==> src/source/frontend_pkg.sv <==
package frontend_pkg;

    // datapath widths
    localparam int xlen        = 32;
    localparam int fetch_width = 2;

    // buffer sizes
    localparam int raw_fifo_depth     = 8;
    localparam int decoded_fifo_depth = 4;

    // first fetch address after reset
    localparam logic [xlen-1:0] reset_pc = 32'h1c00_0000;

    // register usage class of one instruction
    typedef enum logic [2:0] {
        reg_type_none = 3'd0,
        reg_type_rw   = 3'd1,
        reg_type_rrw  = 3'd2,
        reg_type_rr   = 3'd3,
        reg_type_bl   = 3'd4
    } reg_type_e;

    // opcode table
    // add.w matches inst[31:15]
    localparam logic [16:0] op_add_w = 17'h00020;

    // addi.w, ld.w and st.w match inst[31:22]
    localparam logic [9:0] op_addi_w = 10'h00a;
    localparam logic [9:0] op_ld_w   = 10'h0a2;
    localparam logic [9:0] op_st_w   = 10'h0a6;

    // branches match inst[31:26]
    localparam logic [5:0] op_beq = 6'h16;
    localparam logic [5:0] op_bl  = 6'h15;

    // bl links into r1
    localparam logic [4:0] link_reg = 5'd1;

    // raw instruction as fetched
    typedef struct packed {
        logic [xlen-1:0] pc;
        logic [xlen-1:0] inst;
    } fetch_entry_t;

    // decoded instruction handed to the backend
    typedef struct packed {
        logic [xlen-1:0] pc;
        logic [xlen-1:0] inst;
        reg_type_e       reg_type;
        logic [4:0]      r_reg0;
        logic [4:0]      r_reg1;
        logic [4:0]      w_reg;
    } inst_t;

endpackage

==> src/source/pc_gen.sv <==
`timescale 1ns/1ns

module pc_gen (
    input  logic                          clk,
    input  logic                          rst_n_i,
    input  logic                          stall_i,
    input  logic                          redirect_i,
    input  logic [frontend_pkg::xlen-1:0] redirect_pc_i,
    output logic [frontend_pkg::xlen-1:0] pc_o,
    output logic [1:0]                    slot_valid_o,
    output logic                          req_o
);
    import frontend_pkg::*;

    logic [xlen-1:0] pc_q;
    logic            slot0_mask_q;
    logic            run_q;

    // no fetch on the first cycle out of reset
    assign req_o = run_q & ~stall_i & ~redirect_i;

    always_ff @(posedge clk or negedge rst_n_i) begin
        if (!rst_n_i) begin
            pc_q         <= reset_pc;
            slot0_mask_q <= 1'b0;
            run_q        <= 1'b0;
        end else begin
            run_q <= 1'b1;
            if (redirect_i) begin
                // restart at the pair holding the target
                pc_q         <= {redirect_pc_i[xlen-1:3], 3'b000};
                slot0_mask_q <= redirect_pc_i[2];
            end else if (req_o) begin
                pc_q         <= pc_q + xlen'(8);
                slot0_mask_q <= 1'b0;
            end
        end
    end

    assign pc_o = pc_q;

    // odd-word target drops the lower slot
    assign slot_valid_o = {1'b1, ~slot0_mask_q};

endmodule

==> src/source/fetch_stage.sv <==
`timescale 1ns/1ns

module fetch_stage (
    input  logic                              clk,
    input  logic                              rst_n_i,
    input  logic                              flush_i,
    input  logic                              req_i,
    input  logic [frontend_pkg::xlen-1:0]     pc_i,
    input  logic [1:0]                        slot_valid_i,
    input  logic [2*frontend_pkg::xlen-1:0]   imem_data_i,
    input  logic                              fifo_ready_i,
    output logic                              ready_o,
    output logic [1:0]                        write_num_o,
    output frontend_pkg::fetch_entry_t [1:0]  write_data_o
);
    import frontend_pkg::*;

    logic                  inflight_q;
    logic [xlen-1:0]       inflight_pc_q;
    logic [1:0]            inflight_mask_q;
    logic                  hold_q;
    logic [1:0]            hold_num_q;
    fetch_entry_t [1:0]    hold_data_q;
    fetch_entry_t          lo_entry;
    fetch_entry_t          hi_entry;
    fetch_entry_t [1:0]    resp_data;
    logic [1:0]            resp_num;
    logic                  park;

    // split the returned pair, lower word at the lower address
    always_comb begin
        lo_entry.pc   = {inflight_pc_q[xlen-1:3], 3'b000};
        lo_entry.inst = imem_data_i[xlen-1:0];
        hi_entry.pc   = {inflight_pc_q[xlen-1:3], 3'b100};
        hi_entry.inst = imem_data_i[2*xlen-1:xlen];
        // compact valid slots toward slot 0
        resp_data[0] = inflight_mask_q[0] ? lo_entry : hi_entry;
        resp_data[1] = hi_entry;
        resp_num     = {&inflight_mask_q, ^inflight_mask_q};
    end

    // response arrives while the FIFO is full
    assign park = inflight_q & ~hold_q & ~fifo_ready_i;

    assign write_data_o = hold_q ? hold_data_q : resp_data;
    assign write_num_o  = !fifo_ready_i ? 2'd0 :
                          hold_q        ? hold_num_q :
                          inflight_q    ? resp_num : 2'd0;
    assign ready_o      = ~hold_q & ~(inflight_q & ~fifo_ready_i);

    always_ff @(posedge clk or negedge rst_n_i) begin
        if (!rst_n_i) begin
            inflight_q <= 1'b0;
            hold_q     <= 1'b0;
            hold_num_q <= 2'd0;
        end else if (flush_i) begin
            inflight_q <= 1'b0;
            hold_q     <= 1'b0;
        end else begin
            inflight_q <= req_i;
            if (hold_q) begin
                hold_q <= ~fifo_ready_i;
            end else if (park) begin
                hold_q     <= 1'b1;
                hold_num_q <= resp_num;
            end
        end
    end

    always_ff @(posedge clk) begin
        if (req_i) begin
            inflight_pc_q   <= pc_i;
            inflight_mask_q <= slot_valid_i;
        end
        if (park) begin
            hold_data_q <= resp_data;
        end
    end

endmodule

==> src/source/multi_channel_fifo.sv <==
`timescale 1ns/1ns

module multi_channel_fifo #(
    parameter type payload_t = logic [31:0],
    parameter int  depth     = 8
) (
    input  logic           clk,
    input  logic           rst_n_i,
    input  logic           flush_i,
    input  logic     [1:0] write_num_i,
    input  payload_t [1:0] write_data_i,
    output logic           write_ready_o,
    input  logic     [1:0] read_num_i,
    output payload_t [1:0] read_data_o,
    output logic     [1:0] read_valid_o
);
    import frontend_pkg::*;

    localparam int ptr_w = $clog2(depth);
    localparam int cnt_w = $clog2(depth + 1);

    payload_t         mem_q [depth];
    logic [ptr_w-1:0] wr_ptr_q;
    logic [ptr_w-1:0] rd_ptr_q;
    logic [cnt_w-1:0] count_q;
    logic [1:0]       avail_num;
    logic [1:0]       wr_num;
    logic [1:0]       rd_num;

    // room for a full pair
    assign write_ready_o = (cnt_w'(depth) - count_q) >= cnt_w'(2);

    // occupancy capped at two
    assign avail_num    = (count_q >= cnt_w'(2)) ? 2'd2 : count_q[1:0];
    assign read_valid_o = {avail_num[1], avail_num[1] | avail_num[0]};

    // accepted counts this cycle
    assign wr_num = write_ready_o ? write_num_i : 2'd0;
    assign rd_num = (read_num_i <= avail_num) ? read_num_i : 2'd0;

    always_comb begin
        for (int i = 0; i < fetch_width; i++) begin
            read_data_o[i] = mem_q[rd_ptr_q + ptr_w'(i)];
        end
    end

    // storage, pointers wrap on their own width
    always_ff @(posedge clk) begin
        for (int i = 0; i < fetch_width; i++) begin
            if (i < int'(wr_num)) begin
                mem_q[wr_ptr_q + ptr_w'(i)] <= write_data_i[i];
            end
        end
    end

    always_ff @(posedge clk or negedge rst_n_i) begin
        if (!rst_n_i) begin
            wr_ptr_q <= '0;
            rd_ptr_q <= '0;
            count_q  <= '0;
        end else if (flush_i) begin
            // flush wins over a same-cycle write or read
            wr_ptr_q <= '0;
            rd_ptr_q <= '0;
            count_q  <= '0;
        end else begin
            wr_ptr_q <= wr_ptr_q + ptr_w'(wr_num);
            rd_ptr_q <= rd_ptr_q + ptr_w'(rd_num);
            count_q  <= count_q + cnt_w'(wr_num) - cnt_w'(rd_num);
        end
    end

endmodule

==> src/source/inst_decoder.sv <==
`timescale 1ns/1ns

module inst_decoder (
    input  frontend_pkg::fetch_entry_t entry_i,
    output frontend_pkg::inst_t        inst_o
);
    import frontend_pkg::*;

    reg_type_e  reg_type;
    logic [4:0] rd;
    logic [4:0] rj;
    logic [4:0] rk;

    assign rd = entry_i.inst[4:0];
    assign rj = entry_i.inst[9:5];
    assign rk = entry_i.inst[14:10];

    // opcode match, unknown encodings fall to none
    always_comb begin
        if (entry_i.inst[31:15] == op_add_w) begin
            reg_type = reg_type_rrw;
        end else if (entry_i.inst[31:22] == op_addi_w) begin
            reg_type = reg_type_rw;
        end else if (entry_i.inst[31:22] == op_ld_w) begin
            reg_type = reg_type_rw;
        end else if (entry_i.inst[31:22] == op_st_w) begin
            reg_type = reg_type_rr;
        end else if (entry_i.inst[31:26] == op_beq) begin
            reg_type = reg_type_rr;
        end else if (entry_i.inst[31:26] == op_bl) begin
            reg_type = reg_type_bl;
        end else begin
            reg_type = reg_type_none;
        end
    end

    // register extraction per class
    always_comb begin
        inst_o.pc       = entry_i.pc;
        inst_o.inst     = entry_i.inst;
        inst_o.reg_type = reg_type;
        inst_o.r_reg0   = 5'd0;
        inst_o.r_reg1   = 5'd0;
        inst_o.w_reg    = 5'd0;
        case (reg_type)
            reg_type_rw: begin
                inst_o.r_reg1 = rj;
                inst_o.w_reg  = rd;
            end
            reg_type_rrw: begin
                inst_o.r_reg0 = rk;
                inst_o.r_reg1 = rj;
                inst_o.w_reg  = rd;
            end
            reg_type_rr: begin
                // store data and branch compare sit in rd
                inst_o.r_reg0 = rd;
                inst_o.r_reg1 = rj;
            end
            reg_type_bl: begin
                inst_o.w_reg = link_reg;
            end
            default: begin
                inst_o.w_reg = 5'd0;
            end
        endcase
    end

endmodule

==> src/source/frontend.sv <==
`timescale 1ns/1ns

module frontend (
    input  logic                            clk,
    input  logic                            rst_n_i,
    output logic                            imem_req_o,
    output logic [frontend_pkg::xlen-1:0]   imem_addr_o,
    input  logic [2*frontend_pkg::xlen-1:0] imem_data_i,
    input  logic                            redirect_i,
    input  logic [frontend_pkg::xlen-1:0]   redirect_pc_i,
    output frontend_pkg::inst_t [1:0]       inst_o,
    output logic [1:0]                      inst_valid_o,
    input  logic [1:0]                      issue_num_i,
    input  logic                            backend_stall_i
);
    import frontend_pkg::*;

    logic [xlen-1:0]    fetch_pc;
    logic [1:0]         fetch_slot_valid;
    logic               fetch_req;
    logic               fetch_ready;
    logic               raw_ready;
    logic [1:0]         raw_write_num;
    fetch_entry_t [1:0] raw_write_data;
    fetch_entry_t [1:0] raw_read_data;
    logic [1:0]         raw_valid;
    logic               decoded_ready;
    inst_t [1:0]        dec_inst;
    logic [1:0]         move_num;
    logic [1:0]         deliver_num;

    pc_gen u_pc_gen (
        .clk           (clk),
        .rst_n_i       (rst_n_i),
        .stall_i       (~fetch_ready),
        .redirect_i    (redirect_i),
        .redirect_pc_i (redirect_pc_i),
        .pc_o          (fetch_pc),
        .slot_valid_o  (fetch_slot_valid),
        .req_o         (fetch_req)
    );

    assign imem_req_o  = fetch_req;
    assign imem_addr_o = fetch_pc;

    fetch_stage u_fetch_stage (
        .clk          (clk),
        .rst_n_i      (rst_n_i),
        .flush_i      (redirect_i),
        .req_i        (fetch_req),
        .pc_i         (fetch_pc),
        .slot_valid_i (fetch_slot_valid),
        .imem_data_i  (imem_data_i),
        .fifo_ready_i (raw_ready),
        .ready_o      (fetch_ready),
        .write_num_o  (raw_write_num),
        .write_data_o (raw_write_data)
    );

    // whole raw pair moves only when the decoded FIFO takes two
    assign move_num = decoded_ready ? {raw_valid[1], raw_valid[0] & ~raw_valid[1]} : 2'd0;

    multi_channel_fifo #(
        .payload_t (fetch_entry_t),
        .depth     (raw_fifo_depth)
    ) raw_fifo (
        .clk           (clk),
        .rst_n_i       (rst_n_i),
        .flush_i       (redirect_i),
        .write_num_i   (raw_write_num),
        .write_data_i  (raw_write_data),
        .write_ready_o (raw_ready),
        .read_num_i    (move_num),
        .read_data_o   (raw_read_data),
        .read_valid_o  (raw_valid)
    );

    inst_decoder u_decoder_0 (
        .entry_i (raw_read_data[0]),
        .inst_o  (dec_inst[0])
    );

    inst_decoder u_decoder_1 (
        .entry_i (raw_read_data[1]),
        .inst_o  (dec_inst[1])
    );

    assign deliver_num = backend_stall_i ? 2'd0 : issue_num_i;

    multi_channel_fifo #(
        .payload_t (inst_t),
        .depth     (decoded_fifo_depth)
    ) decoded_fifo (
        .clk           (clk),
        .rst_n_i       (rst_n_i),
        .flush_i       (redirect_i),
        .write_num_i   (move_num),
        .write_data_i  (dec_inst),
        .write_ready_o (decoded_ready),
        .read_num_i    (deliver_num),
        .read_data_o   (inst_o),
        .read_valid_o  (inst_valid_o)
    );

endmodule

==> config.mk <==
export PLATFORM = sky130hd
export DESIGN_NAME = frontend
export DESIGN_NICKNAME = d
export VERILOG_FILES = /design/src/source/frontend_pkg.sv /design/src/source/pc_gen.sv /design/src/source/fetch_stage.sv /design/src/source/multi_channel_fifo.sv /design/src/source/inst_decoder.sv /design/src/source/frontend.sv
export SDC_FILE = /design/constraint.sdc
export NUM_CORES = 2
export LEC_CHECK = 0
export CORE_ASPECT_RATIO = 0.75
export CORE_UTILIZATION = 25
export DETAILED_ROUTE_END_ITERATION = 10
export DONT_BUFFER_PORTS = 1
export PLACE_DENSITY_LB_ADDON = 0.12
export REMOVE_ABC_BUFFERS = 1
export SLEW_MARGIN = 20
export SYNTH_ARGS = -nofsm -noshare
export SYNTH_HDL_FRONTEND = slang
export SYNTH_SLANG_ARGS = --single-unit
export TNS_END_PERCENT = 5
==> constraint.sdc <==
create_clock -name clk -period 14.5 [get_ports clk]
set_clock_uncertainty 0.05 [all_clocks]
set_input_delay 0.725 -clock clk [delete_from_list [all_inputs] [get_ports clk]]
set_output_delay 0.725 -clock clk [all_outputs]
set_load 0.01 [all_outputs]
==> results by group <==
Setup path
  • Reg2reg setup slack: 8680 ps
  • Data arrival time of the worst path: 6160 ps
  • Critical path peak fanout: 44
  • Startpoint types: register
  • Crit end category: register
  • CP Data Required Time: 14,840 ps
  • Reg-to-Reg Start: u_fetch_stage.hold_q
  • Crit Path Category: reg2reg
  • Setup crit start: u_fetch_stage.hold_q

Synthesis
  • Post-synthesis sequential area ratio: between 50% and 60%
  • Seq cells post-synth: 992
  • Gate Count Post-Synth: 3,634
  • Async SR Flop Fraction: under 10%
  • Synth area leaders: edfxtp_1 (54%), mux4_2 (17%), mux2i_1 (4.0%)
  • Avg Synthesized Cell Area: 14.2 sq um
  • Synth warn: 0
  • Synth Cell Area: 51,600 sq um
  • Number of flops mapped to enable cells by yosys: a little over 900
  • Dominant cell type by area after synthesis: edfxtp_1
  • Top-area cell type share of the netlist area: 54.3%
  • Synth unique cells: between 70 and 80
  • Synth Flop Type: edfxtp_1

Timing
  • Tcrit/Tclk final: 40.2%
  • Fin. Hold Viols: 0
  • Pins over their slew limit: 0
  • FMAX: 0.172 GHz
  • Final-report setup violation count: 0
  • Slew headroom: a little over a fifth
  • Least-Margin Pin Slew: 1150 ps
  • Post-Route Setup TNS: 0 ps
  • Min Clock Period, post-route: slightly below 6000 ps
  • RSZ-0062 raised after global routing: no

Power and ir drop
  • Pint: 7.59 mW
  • P per Cell Area: approximately 220 nW/um^2
  • Switching part of the total: 40.4%
  • Gate power share: 41.8%
  • Clock Power Share: 22.4%
  • Psw: 5.15 mW
  • Max VDD drop: around 0.17 mV
  • Sequential share of power: 35.8%
  • Leakage: 18.3 nW

Layout
  • Most frequent cells in the layout: edfxtp_1 (932), nor2_1 (510), mux4_2 (387)
  • Area growth, synth to finish: 14.2%
  • Layout cells sized above 1: 22.0%
  • Most common cell after layout, fill and taps aside: edfxtp_1
  • Post-layout util: 28.9%
  • Finished Cell Area: 58,900 sq um
  • Layout Nets: 3,750
  • Fill cells: 20,400

Min path
  • Min-Delay Path Class: in2reg
  • Hold_sp: redirect_pc_i[31]

Die
  • Die width: 526 um
  • Core area: roughly 200,000 sq um
  • Row cnt: between 100 and 150
  • Initial core utilization: 25.3%
  • Boundary pin count: 301
  • Total die area: 208,000 sq um
  • Die Y: 395 um

Place
  • IO buf count: 0
  • DP HPWL: 122 mm
  • Gpl congestion: ~0.8
  • Placed Area: approximately 55,000 sq um

Clocking
  • Max clock buf depth: 3
  • Clk Latency, worst-skew pair: 770 ps
  • CTS Root Cell: clkbuf_16
  • CTS tree: built
  • Post-CTS sizing: 0
  • Post-CTS setup buffers: 0
  • H-tree Lvls: 3
  • Num CTS Buffers: 117
  • Clock transition at path regs: 60 ps
  • Hold Buf Count CTS: 63
  • CTS Sinks: between 900 and 1,000

Routing
  • Via count: ~34,000
  • Drt via density: around 5.3
  • Drt drc: 0
  • Wire per inst: ~31 um
  • Final ANT Viol Nets: 0
  • Initial drt markers: 3,254
  • Detailed Routing Iterations Pass 1: 5
  • Final WL: 199 mm

Global routing
  • GR Overflow Total: 0
  • First-pass GRT wire length: 276 mm
  • Largest net degree at the start of global routing: 93
  • Number of global-route vias before repair: around 34,000
  • GRT Overall Usage: 18.7%
  • Antenna violations before repair: 20

Run status
  • Outcome: complete, no violations

Flow run
  • MaxCap Viol Count: 0
[power groups by stage]
stage               clock [mW]  sequential (mW)  combinational [mW]
detailed placement           0             4.61                5.41
finish                    2.86             4.56                5.33
global placement             0             4.61                5.40
CTS                       2.93             4.56                5.45
floorplan                    0             4.70                3.68
global route              3.02             4.63                5.76
[synthesized netlist by cell type (5+ instances only)]
master	count
o32ai_1	17
o22ai_1	271
xor2_1	23
nor4_1	13
mux4_2	387
a2111oi_0	5
ha_1	21
edfxtp_1	932
o211ai_1	10
fa_1	6
and2_1	16
clkbuf_1	191
nor3b_1	13
dfrtp_1	49
inv_1	36
nor4b_1	10
nand3_1	27
o31ai_1	7
nor2b_1	17
mux2_2	109
nand2b_1	13
o21ai_0	48
or3_1	14
a211oi_1	54
buf_1	43
mux2i_1	204
nand2_1	127
dfxtp_1	8
nand4_1	14
buf_2	49
and3_1	12
buf_6	7
xnor2_1	20
nor2_1	513
a31oi_1	5
a21oi_1	259
nor3_1	15
buf_4	13
[metrics by stage]
step	instances	power, mW	hold slack (ps)	setup WS [ps]
global placement	6121	10.0	384	8330
CTS	6400	12.9	6.43	8270
global route	6401	13.4	26.8	8430
finish	6402	12.7	77.5	8680
floorplan	3339	8.38	376	-1090
detailed placement	6121	10.0	383	8290
[cells by family (layout without fill, tap and decap cells)]
family / after synthesis / after routing / synth area share [%]
other: 2 / 12 / 0.0146
multiplexers: 703 / 703 / 23.3
flip-flops: 992 / 992 / 57.1
AND/OR/NAND/NOR: 829 / 829 / 7.13
AO/OA/AOI/OAI: 696 / 696 / 8.13
adder cells (fa/ha/maj): 27 / 27 / 0.742
buffers and inverters: 341 / 417 / 2.80
XOR/XNOR: 44 / 44 / 0.762
[cell type report]
type	instances	area (sq um)	area share (%)
repair buffers	163	1430	2.43
multi-input cells	2309	20900	35.5
inverters	38	143	0.242
clock buffers	158	3100	5.27
clock inverters	58	485	0.824
diodes	2	5.00	0.00850
well taps	2682	3360	5.70
flip-flops and latches	992	29500	50.0
[state kept, by name, indices dropped and copies added (netlist names), 3 cells and up]
| signal | cells |
|---|---|
| decoded_fifo.mem_q | 320 |
| u_pc_gen.pc_o | 29 |
| decoded_fifo.count_q | 3 |
| u_fetch_stage.hold_data_q | 94 |
| raw_fifo.wr_ptr_q | 3 |
| raw_fifo.rd_ptr_q | 3 |
| raw_fifo.count_q | 4 |
| u_fetch_stage.inflight_pc_q | 29 |
| raw_fifo.mem_q | 496 |
[final timing paths]
path / cells after the start / to
min in group asynchronous: 2 / raw_fifo.wr_ptr_q[2]
worst min register to register: 0 / u_fetch_stage.hold_data_q[113]
worst min-delay path: 1 / u_pc_gen.pc_o[31]
worst max-delay path: 9 / raw_fifo.mem_q[2][3]
max in group asynchronous: 2 / u_pc_gen.pc_o[26]
worst max register to register: 9 / raw_fifo.mem_q[2][3]
[metal layers]
layer / GRT usage, % / wire, um / vias to the layer above
met1: 26.8 / 92200 / 18000
met3: 3.15 / 11400 / 235
li1: - / - / 14500
met4: 3.59 / 3550 / 20
met5: 0 / 126 / -
met2: 29.7 / 91400 / 1182
[critical path, stage by stage, from the launching register on]
cell and delay, ps:
dfrtp_4 940, buf_4 740, nor2_1 220, nor4_1 740, nand2_1 110, buf_4 380
and2_2 310, buf_4 300, inv_2 740, buf_4 810
No activity file was read; power rests on OpenSTA's default activity.
